File: src/source/ooo_issue_cfg.svh
// Build-time sizing for the out-of-order issue slice
`ifndef OOO_ISSUE_CFG_SVH
`define OOO_ISSUE_CFG_SVH

// Slots per reservation station
`define OOO_RS_SIZE 4

// Multiplier latency in cycles, at least 2
`define OOO_MUL_STAGES 3

// Architectural registers, tags are 5 bits wide
`define OOO_NUM_REGS 32

`endif
File: src/source/ooo_issue_pkg.sv
// Shared instruction, unit class and ALU operation types for the issue slice
package ooo_issue_pkg;

    // RV32 major opcodes
    localparam logic [6:0] OPC_OP     = 7'b0110011;
    localparam logic [6:0] OPC_OP_IMM = 7'b0010011;

    typedef struct packed {
        logic [6:0] funct7;
        logic [4:0] rs2;
        logic [4:0] rs1;
        logic [2:0] funct3;
        logic [4:0] rd;
        logic [6:0] opcode;
    } rv_r_t;

    typedef struct packed {
        logic [11:0] imm;
        logic [4:0]  rs1;
        logic [2:0]  funct3;
        logic [4:0]  rd;
        logic [6:0]  opcode;
    } rv_i_t;

    // Same word, register form or immediate form
    typedef union packed {
        rv_r_t r;
        rv_i_t i;
    } rv_inst_u;

    typedef enum logic [1:0] {FU_NONE, FU_ALU, FU_MUL} fu_class_e;

    typedef enum logic [2:0] {ALU_ADD, ALU_SUB, ALU_AND, ALU_OR, ALU_XOR} alu_op_e;

endpackage

File: src/source/ooo_issue_top.sv
// Issue slice top, decode into two stations feeding execute and writeback
`timescale 1ns/1ps
module ooo_issue_top import ooo_issue_pkg::*; (
    input  logic        clk_i,
    input  logic        reset_i,
    input  logic        inst_valid_i,
    input  rv_inst_u    inst_i,
    output logic        stall_o,
    output logic        cdb_valid_o,
    output logic [4:0]  cdb_tag_o,
    output logic [31:0] cdb_data_o
);
    logic [4:0]  rs1_addr, rs2_addr, rd_addr;
    logic [31:0] rs1_val, rs2_val;
    logic        rs1_rdy, rs2_rdy, busy_rd;
    logic        alu_free, mul_free, alu_alloc, mul_alloc, set_busy;
    alu_op_e     dec_op, alu_op;
    logic [31:0] opa, opb;
    logic        opa_rdy, opb_rdy;
    logic [4:0]  opa_tag, opb_tag;
    logic        alu_issue, mul_issue, mul_near_done;
    logic [31:0] alu_a, alu_b, mul_a, mul_b;
    logic [4:0]  alu_rd, mul_rd;
    logic        res_valid;
    logic [4:0]  res_tag;
    logic [31:0] res_data;

    inst_decode u_decode (
        .inst_valid_i (inst_valid_i), .inst_i      (inst_i),
        .rs1_val_i    (rs1_val),      .rs1_rdy_i   (rs1_rdy),
        .rs2_val_i    (rs2_val),      .rs2_rdy_i   (rs2_rdy),
        .busy_rd_i    (busy_rd),      .alu_free_i  (alu_free),
        .mul_free_i   (mul_free),     .stall_o     (stall_o),
        .rs1_addr_o   (rs1_addr),     .rs2_addr_o  (rs2_addr),
        .rd_addr_o    (rd_addr),      .alu_alloc_o (alu_alloc),
        .mul_alloc_o  (mul_alloc),    .alu_op_o    (dec_op),
        .opa_o        (opa),          .opa_rdy_o   (opa_rdy),
        .opa_tag_o    (opa_tag),      .opb_o       (opb),
        .opb_rdy_o    (opb_rdy),      .opb_tag_o   (opb_tag),
        .set_busy_o   (set_busy)
    );

    rs_issue alu_rs (
        .clk_i       (clk_i),       .reset_i       (reset_i),
        .alloc_i     (alu_alloc),   .alu_op_i      (dec_op),
        .opa_i       (opa),         .opa_rdy_i     (opa_rdy),
        .opa_tag_i   (opa_tag),     .opb_i         (opb),
        .opb_rdy_i   (opb_rdy),     .opb_tag_i     (opb_tag),
        .rd_i        (rd_addr),     .cdb_valid_i   (cdb_valid_o),
        .cdb_tag_i   (cdb_tag_o),   .cdb_data_i    (cdb_data_o),
        .issue_block_i (mul_near_done),
        .free_o      (alu_free),    .issue_o       (alu_issue),
        .alu_op_o    (alu_op),      .opa_o         (alu_a),
        .opb_o       (alu_b),       .rd_o          (alu_rd)
    );

    // Multiplier station ignores the ALU operation field
    rs_issue mul_rs (
        .clk_i       (clk_i),       .reset_i       (reset_i),
        .alloc_i     (mul_alloc),   .alu_op_i      (dec_op),
        .opa_i       (opa),         .opa_rdy_i     (opa_rdy),
        .opa_tag_i   (opa_tag),     .opb_i         (opb),
        .opb_rdy_i   (opb_rdy),     .opb_tag_i     (opb_tag),
        .rd_i        (rd_addr),     .cdb_valid_i   (cdb_valid_o),
        .cdb_tag_i   (cdb_tag_o),   .cdb_data_i    (cdb_data_o),
        .issue_block_i (1'b0),
        .free_o      (mul_free),    .issue_o       (mul_issue),
        .alu_op_o    (),            .opa_o         (mul_a),
        .opb_o       (mul_b),       .rd_o          (mul_rd)
    );

    fu_execute u_execute (
        .clk_i       (clk_i),       .reset_i         (reset_i),
        .alu_issue_i (alu_issue),   .alu_op_i        (alu_op),
        .alu_a_i     (alu_a),       .alu_b_i         (alu_b),
        .alu_rd_i    (alu_rd),      .mul_issue_i     (mul_issue),
        .mul_a_i     (mul_a),       .mul_b_i         (mul_b),
        .mul_rd_i    (mul_rd),      .mul_near_done_o (mul_near_done),
        .res_valid_o (res_valid),   .res_tag_o       (res_tag),
        .res_data_o  (res_data)
    );

    result_regfile u_result (
        .clk_i       (clk_i),       .reset_i        (reset_i),
        .res_valid_i (res_valid),   .res_tag_i      (res_tag),
        .res_data_i  (res_data),    .set_busy_i     (set_busy),
        .set_busy_tag_i (rd_addr),
        .rs1_addr_i  (rs1_addr),    .rs2_addr_i     (rs2_addr),
        .rd_addr_i   (rd_addr),     .rs1_val_o      (rs1_val),
        .rs1_rdy_o   (rs1_rdy),     .rs2_val_o      (rs2_val),
        .rs2_rdy_o   (rs2_rdy),     .busy_rd_o      (busy_rd),
        .cdb_valid_o (cdb_valid_o), .cdb_tag_o      (cdb_tag_o),
        .cdb_data_o  (cdb_data_o)
    );

endmodule

File: src/source/result_regfile.sv
// Register file with busy bits, CDB broadcast and forwarding on read
`timescale 1ns/1ps
`include "ooo_issue_cfg.svh"
module result_regfile (
    input  logic        clk_i,
    input  logic        reset_i,
    input  logic        res_valid_i,
    input  logic [4:0]  res_tag_i,
    input  logic [31:0] res_data_i,
    input  logic        set_busy_i,
    input  logic [4:0]  set_busy_tag_i,
    input  logic [4:0]  rs1_addr_i,
    input  logic [4:0]  rs2_addr_i,
    input  logic [4:0]  rd_addr_i,
    output logic [31:0] rs1_val_o,
    output logic        rs1_rdy_o,
    output logic [31:0] rs2_val_o,
    output logic        rs2_rdy_o,
    output logic        busy_rd_o,
    output logic        cdb_valid_o,
    output logic [4:0]  cdb_tag_o,
    output logic [31:0] cdb_data_o
);
    logic [31:0]              regs [`OOO_NUM_REGS];
    logic [`OOO_NUM_REGS-1:0] busy;

    // x0 reads as zero, then CDB, then the stored value
    function automatic logic [32:0] read_port(input logic [4:0] addr);
        logic [32:0] r;
        if (addr == 5'd0) begin
            r = {1'b1, 32'h0};
        end else if (res_valid_i && res_tag_i == addr) begin
            r = {1'b1, res_data_i};
        end else begin
            r = {!busy[addr], regs[addr]};
        end
        return r;
    endfunction

    always_comb begin
        {rs1_rdy_o, rs1_val_o} = read_port(rs1_addr_i);
        {rs2_rdy_o, rs2_val_o} = read_port(rs2_addr_i);
    end

    assign busy_rd_o   = busy[rd_addr_i];
    assign cdb_valid_o = res_valid_i;
    assign cdb_tag_o   = res_tag_i;
    assign cdb_data_o  = res_data_i;

    // Decode never sets a tag that is still busy
    always_ff @(posedge clk_i) begin
        if (reset_i) begin
            busy <= '0;
        end else begin
            if (res_valid_i) busy[res_tag_i] <= 1'b0;
            if (set_busy_i) busy[set_busy_tag_i] <= 1'b1;
        end
    end

    always_ff @(posedge clk_i) begin
        if (res_valid_i) regs[res_tag_i] <= res_data_i;
    end

endmodule

File: src/source/fu_execute.sv
// Functional units, single-cycle ALU and pipelined 32-bit multiplier
`timescale 1ns/1ps
`include "ooo_issue_cfg.svh"
module fu_execute import ooo_issue_pkg::*; (
    input  logic        clk_i,
    input  logic        reset_i,
    input  logic        alu_issue_i,
    input  alu_op_e     alu_op_i,
    input  logic [31:0] alu_a_i,
    input  logic [31:0] alu_b_i,
    input  logic [4:0]  alu_rd_i,
    input  logic        mul_issue_i,
    input  logic [31:0] mul_a_i,
    input  logic [31:0] mul_b_i,
    input  logic [4:0]  mul_rd_i,
    output logic        mul_near_done_o,
    output logic        res_valid_o,
    output logic [4:0]  res_tag_o,
    output logic [31:0] res_data_o
);
    localparam int STAGES = `OOO_MUL_STAGES;

    logic              alu_v_q;
    logic [4:0]        alu_tag_q;
    logic [31:0]       alu_res_q;
    logic [31:0]       alu_res;
    logic [31:0]       mul_lo;
    logic [STAGES-1:0] mul_v_q;
    logic [4:0]        mul_tag_q [STAGES];
    logic [31:0]       mul_p_q   [STAGES];

    always_comb begin
        case (alu_op_i)
            ALU_SUB: alu_res = alu_a_i - alu_b_i;
            ALU_AND: alu_res = alu_a_i & alu_b_i;
            ALU_OR:  alu_res = alu_a_i | alu_b_i;
            ALU_XOR: alu_res = alu_a_i ^ alu_b_i;
            default: alu_res = alu_a_i + alu_b_i;
        endcase
    end

    // Only the low word of the product is kept
    assign mul_lo = mul_a_i * mul_b_i;

    always_ff @(posedge clk_i) begin
        if (reset_i) begin
            alu_v_q <= 1'b0;
            mul_v_q <= '0;
        end else begin
            alu_v_q <= alu_issue_i;
            mul_v_q <= {mul_v_q[STAGES-2:0], mul_issue_i};
        end
    end

    always_ff @(posedge clk_i) begin
        alu_tag_q    <= alu_rd_i;
        alu_res_q    <= alu_res;
        mul_tag_q[0] <= mul_rd_i;
        mul_p_q[0]   <= mul_lo;
        for (int s = 1; s < STAGES; s++) begin
            mul_tag_q[s] <= mul_tag_q[s-1];
            mul_p_q[s]   <= mul_p_q[s-1];
        end
    end

    // ALU station holds off while this is set
    assign mul_near_done_o = mul_v_q[STAGES-2];

    assign res_valid_o = alu_v_q || mul_v_q[STAGES-1];
    assign res_tag_o   = mul_v_q[STAGES-1] ? mul_tag_q[STAGES-1] : alu_tag_q;
    assign res_data_o  = mul_v_q[STAGES-1] ? mul_p_q[STAGES-1] : alu_res_q;

endmodule

File: src/source/rs_issue.sv
// Reservation station, allocates into the first free slot and issues the oldest ready one
`timescale 1ns/1ps
`include "ooo_issue_cfg.svh"
module rs_issue import ooo_issue_pkg::*; #(
    parameter int RS_SIZE = `OOO_RS_SIZE
) (
    input  logic        clk_i,
    input  logic        reset_i,
    input  logic        alloc_i,
    input  alu_op_e     alu_op_i,
    input  logic [31:0] opa_i,
    input  logic        opa_rdy_i,
    input  logic [4:0]  opa_tag_i,
    input  logic [31:0] opb_i,
    input  logic        opb_rdy_i,
    input  logic [4:0]  opb_tag_i,
    input  logic [4:0]  rd_i,
    input  logic        cdb_valid_i,
    input  logic [4:0]  cdb_tag_i,
    input  logic [31:0] cdb_data_i,
    input  logic        issue_block_i,
    output logic        free_o,
    output logic        issue_o,
    output alu_op_e     alu_op_o,
    output logic [31:0] opa_o,
    output logic [31:0] opb_o,
    output logic [4:0]  rd_o
);
    localparam int IDX_W = (RS_SIZE > 1) ? $clog2(RS_SIZE) : 1;
    localparam int AGE_W = IDX_W + 2;

    logic [RS_SIZE-1:0] slot_free;
    logic [RS_SIZE-1:0] slot_ready;
    logic [RS_SIZE-1:0] slot_alloc;
    logic [RS_SIZE-1:0] slot_issue;
    logic [AGE_W-1:0]   slot_age [RS_SIZE];
    alu_op_e            slot_op  [RS_SIZE];
    logic [31:0]        slot_a   [RS_SIZE];
    logic [31:0]        slot_b   [RS_SIZE];
    logic [4:0]         slot_rd  [RS_SIZE];
    logic [IDX_W-1:0]   sel_idx;
    logic [AGE_W-1:0]   best_age;
    logic               found;

    // Scan downward so the lowest free index wins
    always_comb begin
        slot_alloc = '0;
        for (int i = RS_SIZE - 1; i >= 0; i--) begin
            if (slot_free[i]) begin
                slot_alloc    = '0;
                slot_alloc[i] = alloc_i;
            end
        end
    end

    // Oldest ready slot, strict compare keeps ties at the lower index
    always_comb begin
        found    = 1'b0;
        sel_idx  = '0;
        best_age = '0;
        for (int i = 0; i < RS_SIZE; i++) begin
            if (slot_ready[i] && (!found || slot_age[i] > best_age)) begin
                found    = 1'b1;
                sel_idx  = IDX_W'(i);
                best_age = slot_age[i];
            end
        end
    end

    assign issue_o    = found && !issue_block_i;
    assign slot_issue = issue_o ? (RS_SIZE'(1) << sel_idx) : '0;
    assign free_o     = |slot_free;

    assign alu_op_o = slot_op[sel_idx];
    assign opa_o    = slot_a[sel_idx];
    assign opb_o    = slot_b[sel_idx];
    assign rd_o     = slot_rd[sel_idx];

    for (genvar g = 0; g < RS_SIZE; g++) begin : g_slot
        rs_entry #(.AGE_W(AGE_W)) u_entry (
            .clk_i       (clk_i),
            .reset_i     (reset_i),
            .alloc_i     (slot_alloc[g]),
            .issue_i     (slot_issue[g]),
            .alu_op_i    (alu_op_i),
            .opa_i       (opa_i),
            .opa_rdy_i   (opa_rdy_i),
            .opa_tag_i   (opa_tag_i),
            .opb_i       (opb_i),
            .opb_rdy_i   (opb_rdy_i),
            .opb_tag_i   (opb_tag_i),
            .rd_i        (rd_i),
            .cdb_valid_i (cdb_valid_i),
            .cdb_tag_i   (cdb_tag_i),
            .cdb_data_i  (cdb_data_i),
            .free_o      (slot_free[g]),
            .ready_o     (slot_ready[g]),
            .age_o       (slot_age[g]),
            .alu_op_o    (slot_op[g]),
            .opa_o       (slot_a[g]),
            .opb_o       (slot_b[g]),
            .rd_o        (slot_rd[g])
        );
    end

endmodule

File: src/source/rs_entry.sv
// Single reservation station slot with operand capture and CDB wakeup
`timescale 1ns/1ps
module rs_entry import ooo_issue_pkg::*; #(
    parameter int AGE_W = 4
) (
    input  logic             clk_i,
    input  logic             reset_i,
    input  logic             alloc_i,
    input  logic             issue_i,
    input  alu_op_e          alu_op_i,
    input  logic [31:0]      opa_i,
    input  logic             opa_rdy_i,
    input  logic [4:0]       opa_tag_i,
    input  logic [31:0]      opb_i,
    input  logic             opb_rdy_i,
    input  logic [4:0]       opb_tag_i,
    input  logic [4:0]       rd_i,
    input  logic             cdb_valid_i,
    input  logic [4:0]       cdb_tag_i,
    input  logic [31:0]      cdb_data_i,
    output logic             free_o,
    output logic             ready_o,
    output logic [AGE_W-1:0] age_o,
    output alu_op_e          alu_op_o,
    output logic [31:0]      opa_o,
    output logic [31:0]      opb_o,
    output logic [4:0]       rd_o
);
    logic       valid_q;
    logic       opa_rdy_q;
    logic       opb_rdy_q;
    logic [4:0] opa_tag_q;
    logic [4:0] opb_tag_q;

    assign free_o  = !valid_q;
    assign ready_o = valid_q && opa_rdy_q && opb_rdy_q;

    // Occupancy and age
    always_ff @(posedge clk_i) begin
        if (reset_i) begin
            valid_q <= 1'b0;
            age_o   <= '0;
        end else if (alloc_i) begin
            valid_q <= 1'b1;
            age_o   <= '0;
        end else if (issue_i) begin
            valid_q <= 1'b0;
        end else if (valid_q && age_o != '1) begin
            age_o <= age_o + 1'b1;
        end
    end

    // Operand capture, then snoop the CDB for whatever is missing
    always_ff @(posedge clk_i) begin
        if (alloc_i) begin
            alu_op_o  <= alu_op_i;
            opa_o     <= opa_i;
            opa_rdy_q <= opa_rdy_i;
            opa_tag_q <= opa_tag_i;
            opb_o     <= opb_i;
            opb_rdy_q <= opb_rdy_i;
            opb_tag_q <= opb_tag_i;
            rd_o      <= rd_i;
        end else begin
            if (!opa_rdy_q && cdb_valid_i && cdb_tag_i == opa_tag_q) begin
                opa_o     <= cdb_data_i;
                opa_rdy_q <= 1'b1;
            end
            if (!opb_rdy_q && cdb_valid_i && cdb_tag_i == opb_tag_q) begin
                opb_o     <= cdb_data_i;
                opb_rdy_q <= 1'b1;
            end
        end
    end

endmodule

File: src/source/inst_decode.sv
// Instruction decode, operand lookup and station allocation or stall
`timescale 1ns/1ps
module inst_decode import ooo_issue_pkg::*; (
    input  logic        inst_valid_i,
    input  rv_inst_u    inst_i,
    input  logic [31:0] rs1_val_i,
    input  logic        rs1_rdy_i,
    input  logic [31:0] rs2_val_i,
    input  logic        rs2_rdy_i,
    input  logic        busy_rd_i,
    input  logic        alu_free_i,
    input  logic        mul_free_i,
    output logic        stall_o,
    output logic [4:0]  rs1_addr_o,
    output logic [4:0]  rs2_addr_o,
    output logic [4:0]  rd_addr_o,
    output logic        alu_alloc_o,
    output logic        mul_alloc_o,
    output alu_op_e     alu_op_o,
    output logic [31:0] opa_o,
    output logic        opa_rdy_o,
    output logic [4:0]  opa_tag_o,
    output logic [31:0] opb_o,
    output logic        opb_rdy_o,
    output logic [4:0]  opb_tag_o,
    output logic        set_busy_o
);
    fu_class_e   cls;
    logic        is_imm;
    logic        legal;
    logic        no_slot;
    logic [31:0] imm_sext;

    // Class and operation from opcode, funct7 and funct3
    always_comb begin
        cls = FU_NONE;
        alu_op_o = ALU_ADD;
        is_imm = 1'b0;
        if (inst_i.r.opcode == OPC_OP) begin
            case ({inst_i.r.funct7, inst_i.r.funct3})
                {7'b0000000, 3'b000}: cls = FU_ALU;
                {7'b0100000, 3'b000}: begin
                    cls = FU_ALU;
                    alu_op_o = ALU_SUB;
                end
                {7'b0000000, 3'b100}: begin
                    cls = FU_ALU;
                    alu_op_o = ALU_XOR;
                end
                {7'b0000000, 3'b110}: begin
                    cls = FU_ALU;
                    alu_op_o = ALU_OR;
                end
                {7'b0000000, 3'b111}: begin
                    cls = FU_ALU;
                    alu_op_o = ALU_AND;
                end
                {7'b0000001, 3'b000}: cls = FU_MUL;
                default: cls = FU_NONE;
            endcase
        end else if (inst_i.i.opcode == OPC_OP_IMM && inst_i.i.funct3 == 3'b000) begin
            // ADDI
            cls = FU_ALU;
            is_imm = 1'b1;
        end
    end

    assign imm_sext   = {{20{inst_i.i.imm[11]}}, inst_i.i.imm};
    assign rs1_addr_o = inst_i.r.rs1;
    assign rs2_addr_o = inst_i.r.rs2;
    assign rd_addr_o  = inst_i.r.rd;

    // Illegal opcodes and writes to x0 pass through as no-ops
    assign legal   = (cls != FU_NONE) && (inst_i.r.rd != 5'd0);
    assign no_slot = (cls == FU_ALU) ? !alu_free_i : !mul_free_i;
    assign stall_o = inst_valid_i && legal && (no_slot || busy_rd_i);

    assign alu_alloc_o = inst_valid_i && legal && !stall_o && (cls == FU_ALU);
    assign mul_alloc_o = inst_valid_i && legal && !stall_o && (cls == FU_MUL);
    assign set_busy_o  = alu_alloc_o || mul_alloc_o;

    assign opa_o     = rs1_val_i;
    assign opa_rdy_o = rs1_rdy_i;
    assign opa_tag_o = inst_i.r.rs1;
    // Immediate operand is always ready
    assign opb_o     = is_imm ? imm_sext : rs2_val_i;
    assign opb_rdy_o = is_imm || rs2_rdy_i;
    assign opb_tag_o = inst_i.r.rs2;

endmodule

File: config.mk
export PLATFORM = sky130hd
export DESIGN_NAME = ooo_issue_top
export DESIGN_NICKNAME = d
export VERILOG_FILES = /design/src/source/ooo_issue_pkg.sv /design/src/source/ooo_issue_top.sv /design/src/source/result_regfile.sv /design/src/source/fu_execute.sv /design/src/source/rs_issue.sv /design/src/source/rs_entry.sv /design/src/source/inst_decode.sv
export VERILOG_INCLUDE_DIRS = /design/src /design/src/source
export SDC_FILE = /design/constraint.sdc
export NUM_CORES = 2
export LEC_CHECK = 0
export ABC_AREA = 1
export BUFFER_PORTS_ARGS = -buffer_cell sky130_fd_sc_hd__buf_2
export CORE_MARGIN = 2
export CORE_UTILIZATION = 36
export DETAILED_ROUTE_END_ITERATION = 12
export RECOVER_POWER = 100
export SYNTH_ARGS = -nofsm -noshare
export SYNTH_HDL_FRONTEND = slang
export SYNTH_HIERARCHICAL = 1
export SYNTH_SLANG_ARGS = --single-unit
File: constraint.sdc
create_clock -name clk_i -period 30.5 [get_ports clk_i]
set_input_delay 6.1 -clock clk_i [delete_from_list [all_inputs] [get_ports clk_i]]
set_output_delay 6.1 -clock clk_i [all_outputs]
set_load 0.005 [all_outputs]
Word level (Yosys, flattened, before mapping)
Memories as Yosys holds them, arrays and structs flattened.
Cells that the tools add are included.

cells by class
  $add $sub $neg = 10
  multipliers = 1
  shift operators = 2
  bitwise operators = 16
  equality and inequality tests = 39
  magnitude comparators = 14
  muxes and demuxes = 162
  reductions and logical operators = 169
  divide/modulo/power cells = 0

operator list
  cell                                                         number
  2-to-1 mux 32 bit                                            45
  binary-select mux 32 bit (select 2 bit)                      4
  2-to-1 mux 33 bit                                            4
  case mux 32 bit (4 select lines)                             1
  equality test 5 bit                                          18
  logical AND 1 bit                                            74
  2-to-1 mux 1 bit                                             69
  bitwise AND 32 bit                                           2
  2-to-1 mux 4 bit                                             16
  bitwise OR 32 bit                                            2
  nonzero test 2 bit                                           25
  logical NOT 1 bit                                            36
  adder 32 bit                                                 1
  adder 4 x 1 -> 4 bit (second input constant)                 8
  multiplier 32 x 32 -> 32 bit                                 1
  != test 4 bit (second input constant)                        8
  NOT 32 bit                                                   1
  subtractor 32 bit                                            1
  bitwise XOR 32 bit                                           1
  equality test 10 x 3 -> 1 bit (second input constant)        3
  2-to-1 mux 5 bit                                             5
  > comparator 4 bit                                           6
  less-than comparator 5 x 6 -> 1 bit (second input constant)  4
  binary-select mux 5 bit (select 2 bit)                       2
  30 further kinds                                             76

storage, ports and cells
  bits in read-only memories = 0
  word-level logic and storage cells = 497
  memories kept = 3
  input port bits = 35
  bits in registers = 773
  output and inout bits = 39
  RAM bits = 1135
  latch bits = 0

memory list
  name                 words  bits a word  read ports  clocked after memory_dff  write ports  RTL line              RTL
  u_result.regs        32     32           2           0                         1            result_regfile.sv:24  logic [31:0] regs [`OOO_NUM_REGS];
  u_execute.mul_p_q    3      32           3           0                         3            fu_execute.sv:30      logic [31:0] mul_p_q [STAGES];
  u_execute.mul_tag_q  3      5            3           0                         3            fu_execute.sv:29      logic [4:0] mul_tag_q [STAGES];

Depth between registers and ports, before layout
  depth after elaboration = 21
  mapped depth = 74
  depth with buffers taken out = 67

Hierarchy
The synthesis kept the hierarchy.

modules (own cells, without submodules)
  module          sequential area each (um2)  area an instance (um2)  instances  cells an instance
  result_regfile  31390.1                     54807.6                 1          6062
  rs_entry        2622.5                      3681.0                  8          350
  fu_execute      3042.9                      24726.2                 1          3281
  rs_issue        0.0                         3392.0                  2          680
  inst_decode     0.0                         1169.9                  1          219
  ooo_issue_top   0.0                         3.8                     1          1

Worst setup path before layout
No wires, ideal clock.

  path type = input port to output port
  start = input port inst_i[7] (netlist name)
  end = output port stall_o
  stages on the path = 12
  arrival = 7.340 ns
  path buffers = 2
  required time = 24.400 ns
  setup slack = 17.060 ns
  cell sequence = buf_4 clkbuf_1 or2_2 nand2_1 o211ai_1 nand3_1 nand2_1 nand2_1 nand2_1 inv_1 nand3_2 nor2b_4

between the ends
  longest elaborated chain between the ends = 4

ends and longest elaborated chain
  item                                    RTL line              RTL
  from (decl)                             ooo_issue_top.sv:7    input rv_inst_u inst_i,
  binary-select mux 1 bit (select 5 bit)  result_regfile.sv:45  assign busy_rd_o = busy[rd_addr_i];
  2-to-1 mux 1 bit (not written as such)  result_regfile.sv:45
  net busy_rd                             ooo_issue_top.sv:15   logic rs1_rdy, rs2_rdy, busy_rd;
  logical OR 1 bit                        inst_decode.sv:76     assign stall_o = inst_valid_i && legal && (no_slot || busy_rd_i);
  logical AND 1 bit                       inst_decode.sv:76
  to (decl)                               ooo_issue_top.sv:8    output logic stall_o,

The timed path passes the listed nets, and every way through them passes these cells. The select of a mux whose other input is x is not followed.

==> results.tsv <==
metric	value	unit
status	finished, violations left	
violations	max-capacitance violations, max-slew violations	
dp_hpwl	249000	um
placedCellCount	17400	
endpoint_kind	flop	
io_buffers	73	
gp_congestion	0.953	
fin_area	126000	um^2
leakage	53.3	nW
clk_pin_slew	60	ps
crit_family	buffers and inverters	
grt_pass1_wl	588000	um
grt_max_degree	197	
setup_viol	0	
synth_area	116000	um^2
critPathBufInv	9	
worstPathArrival	20340	ps
die-area	328000	um^2
cts_hold_buf	0	
vias_per_cell	5.41	
wire_per_inst	22.6	um
synth_cells	13700	
crit_required	31230	ps
cts_resized	0	
die_height	573	um
cp_num_cells	58	
fin_cells	17800	
path_max_fanout	86	
grtUsageTotal	0.237	
cpPeakStageDelay	2080	ps
antenna_found_initial	19	
numCtsBuffers	213	
start_util	0.362	
cp_common_cell	nand2_1	
drt_iter0_drc	11500	
cp_slowest_cell	inv_1	
postCtsSetupBuffers	0	
slew_headroom	-2.20	
drtAntennaViolNets	0	
final_max_slew_viol_count	4848	
yosys_warnings	6	
finalWirelength	402000	um
grt_pass1_vias	90800	
max_freq	51.0	MHz
post-route-min-period	19620	ps
whs_path_depth	0	
dpl_cell_area	120000	um^2
die_w	573	um
hold_viol_final	0	
overflow	0	
startpoint_type	flop	
vias	96300	
hold_path_class	reg -> reg	
drt-pass1-iter-count	7	
fin_crit_sh	0.643	
syn_avg_cell_area	8.51	um^2
power_density	45.1	nW/um^2
fp.coreArea	321000	um^2
r2r_cells	58	
clk_latency	910	ps
root_buffer	clkbuf_16	
syn2layout_area_growth	7.75	%
nNetsFinal	14000	
cts_max_level	4	
cts_sinks	1908	
grt_setup_unrepaired	no	
drive_above_1_share	0.0459	
tightest_slew	4800	ps
io_pins	74	
tritoncts	built	
whs	305	ps
skew	108	ps
clock_path_buffers	4	
drv_cap	134	
drc	0	
tns	0	ps
ir_drop	0.0463	mV
rows	208	
worstSetupPathType	reg -> reg	
[state kept, by name (all words and copies together) (netlist names), 15 cells and up]
name	flops
u_result/busy	32
u_execute/mul_p_q	96
mul_rs/g_slot.u_entry/opa_tag_q	20
alu_rs/g_slot.u_entry/age_o	16
mul_rs/g_slot.u_entry/opb_tag_q	20
alu_rs/g_slot.u_entry/opa_o	128
alu_rs/g_slot.u_entry/rd_o	20
alu_rs/g_slot.u_entry/opa_tag_q	20
u_execute/alu_res_q	32
mul_rs/g_slot.u_entry/age_o	16
mul_rs/g_slot.u_entry/opa_o	128
mul_rs/g_slot.u_entry/rd_o	20
alu_rs/g_slot.u_entry/opb_o	128
mul_rs/g_slot.u_entry/opb_o	128
alu_rs/g_slot.u_entry/opb_tag_q	20
u_execute/mul_tag_q	15
u_result/regs	1024
[report_power, final]
group | internal, mW | leakage [nW] | switching (mW) | total (mW)
registers | 2.80 | 16.9 | 0.00000101 | 2.80
logic | 0.0815 | 33.3 | 0.278 | 0.359
clock network | 1.42 | 3.16 | 1.08 | 2.49
[per-layer routing]
metal | global-route usage | vias up | share of wire
met5 | 0 | - | 0.000085
met4 | 0.0800 | 6 | 0.037
met3 | 0.0416 | 852 | 0.10
met2 | 0.387 | 4791 | 0.46
met1 | 0.317 | 46700 | 0.40
li1 | - | 44000 | -
[area by class of cell]
| type | instances | area [um^2] |
|---|---|---|
| antenna | 8 | 20.0 |
| clock buffer | 276 | 5690 |
| clock inverter | 100 | 830 |
| fill | 32300 | 196000 |
| inverter | 1800 | 6780 |
| multi-input combinational | 9082 | 50000 |
| sequential | 1908 | 55100 |
| tap | 4305 | 5390 |
| timing repair buffer | 327 | 1780 |
[worst reg2reg max path: cells and delay by family (launching register included)]
| kind | cells | cell delay, ps |
|---|---|---|
| simple gates | 30 | 4920 |
| fa+ha+maj | 12 | 4760 |
| xor+xnor | 1 | 290 |
| compound gates | 6 | 3320 |
| buf+inv | 9 | 5810 |
| flops | 1 | 350 |
[cells in the final DEF, fill, tap and decap left out, types with 10 or more instances in the layout]
cell / instances
a211oi_1: 14
a21o_1: 10
a21oi_1: 489
a221oi_1: 19
buf_2: 27
buf_4: 111
bufinv_16: 13
clkbuf_1: 236
clkbuf_16: 217
clkinv_1: 55
clkinv_2: 22
dfxtp_1: 223
edfxtp_1: 1684
fa_1: 409
ha_1: 251
inv_1: 1770
inv_2: 18
mux2i_1: 15
nand2_1: 4348
nand2_2: 34
nand3_1: 1222
nand3b_1: 14
nand4_1: 309
nor2_1: 590
nor2_2: 11
nor2_4: 44
nor3_1: 36
o2111ai_1: 11
o211ai_1: 362
o21a_1: 14
o21ai_0: 582
o21ai_1: 42
o21bai_1: 18
or2_2: 64
xnor2_1: 21
xor2_1: 70
[path summary, 6_finish.rpt]
kind / start / to / slack, ps
setup / recovery: mul_rs/g_slot[0].u_entry/opb_rdy_q$_SDFFCE_PN1P_ / u_execute/mul_p_q[0][25]$_DFF_P_ / 10880
setup reg to reg: mul_rs/g_slot[0].u_entry/opb_rdy_q$_SDFFCE_PN1P_ / u_execute/mul_p_q[0][25]$_DFF_P_ / 10880
hold / removal: u_execute/mul_p_q[0][4]$_DFF_P_ / u_execute/mul_p_q[0][36]$_DFF_P_ / 310
hold reg to reg: u_execute/mul_p_q[0][4]$_DFF_P_ / u_execute/mul_p_q[0][36]$_DFF_P_ / 310
[metrics by stage]
stage / total power, mW / utilization / setup slack, ps
CTS: 5.67 / 0.393 / 16240
floorplan: 3.08 / - / 17060
global placement: 3.20 / 0.373 / 16210
global route: 5.80 / 0.390 / 9340
finish: 5.65 / 0.390 / 10880
detailed placement: 3.20 / 0.373 / 16260
Power figures use the tool's default switching activity.
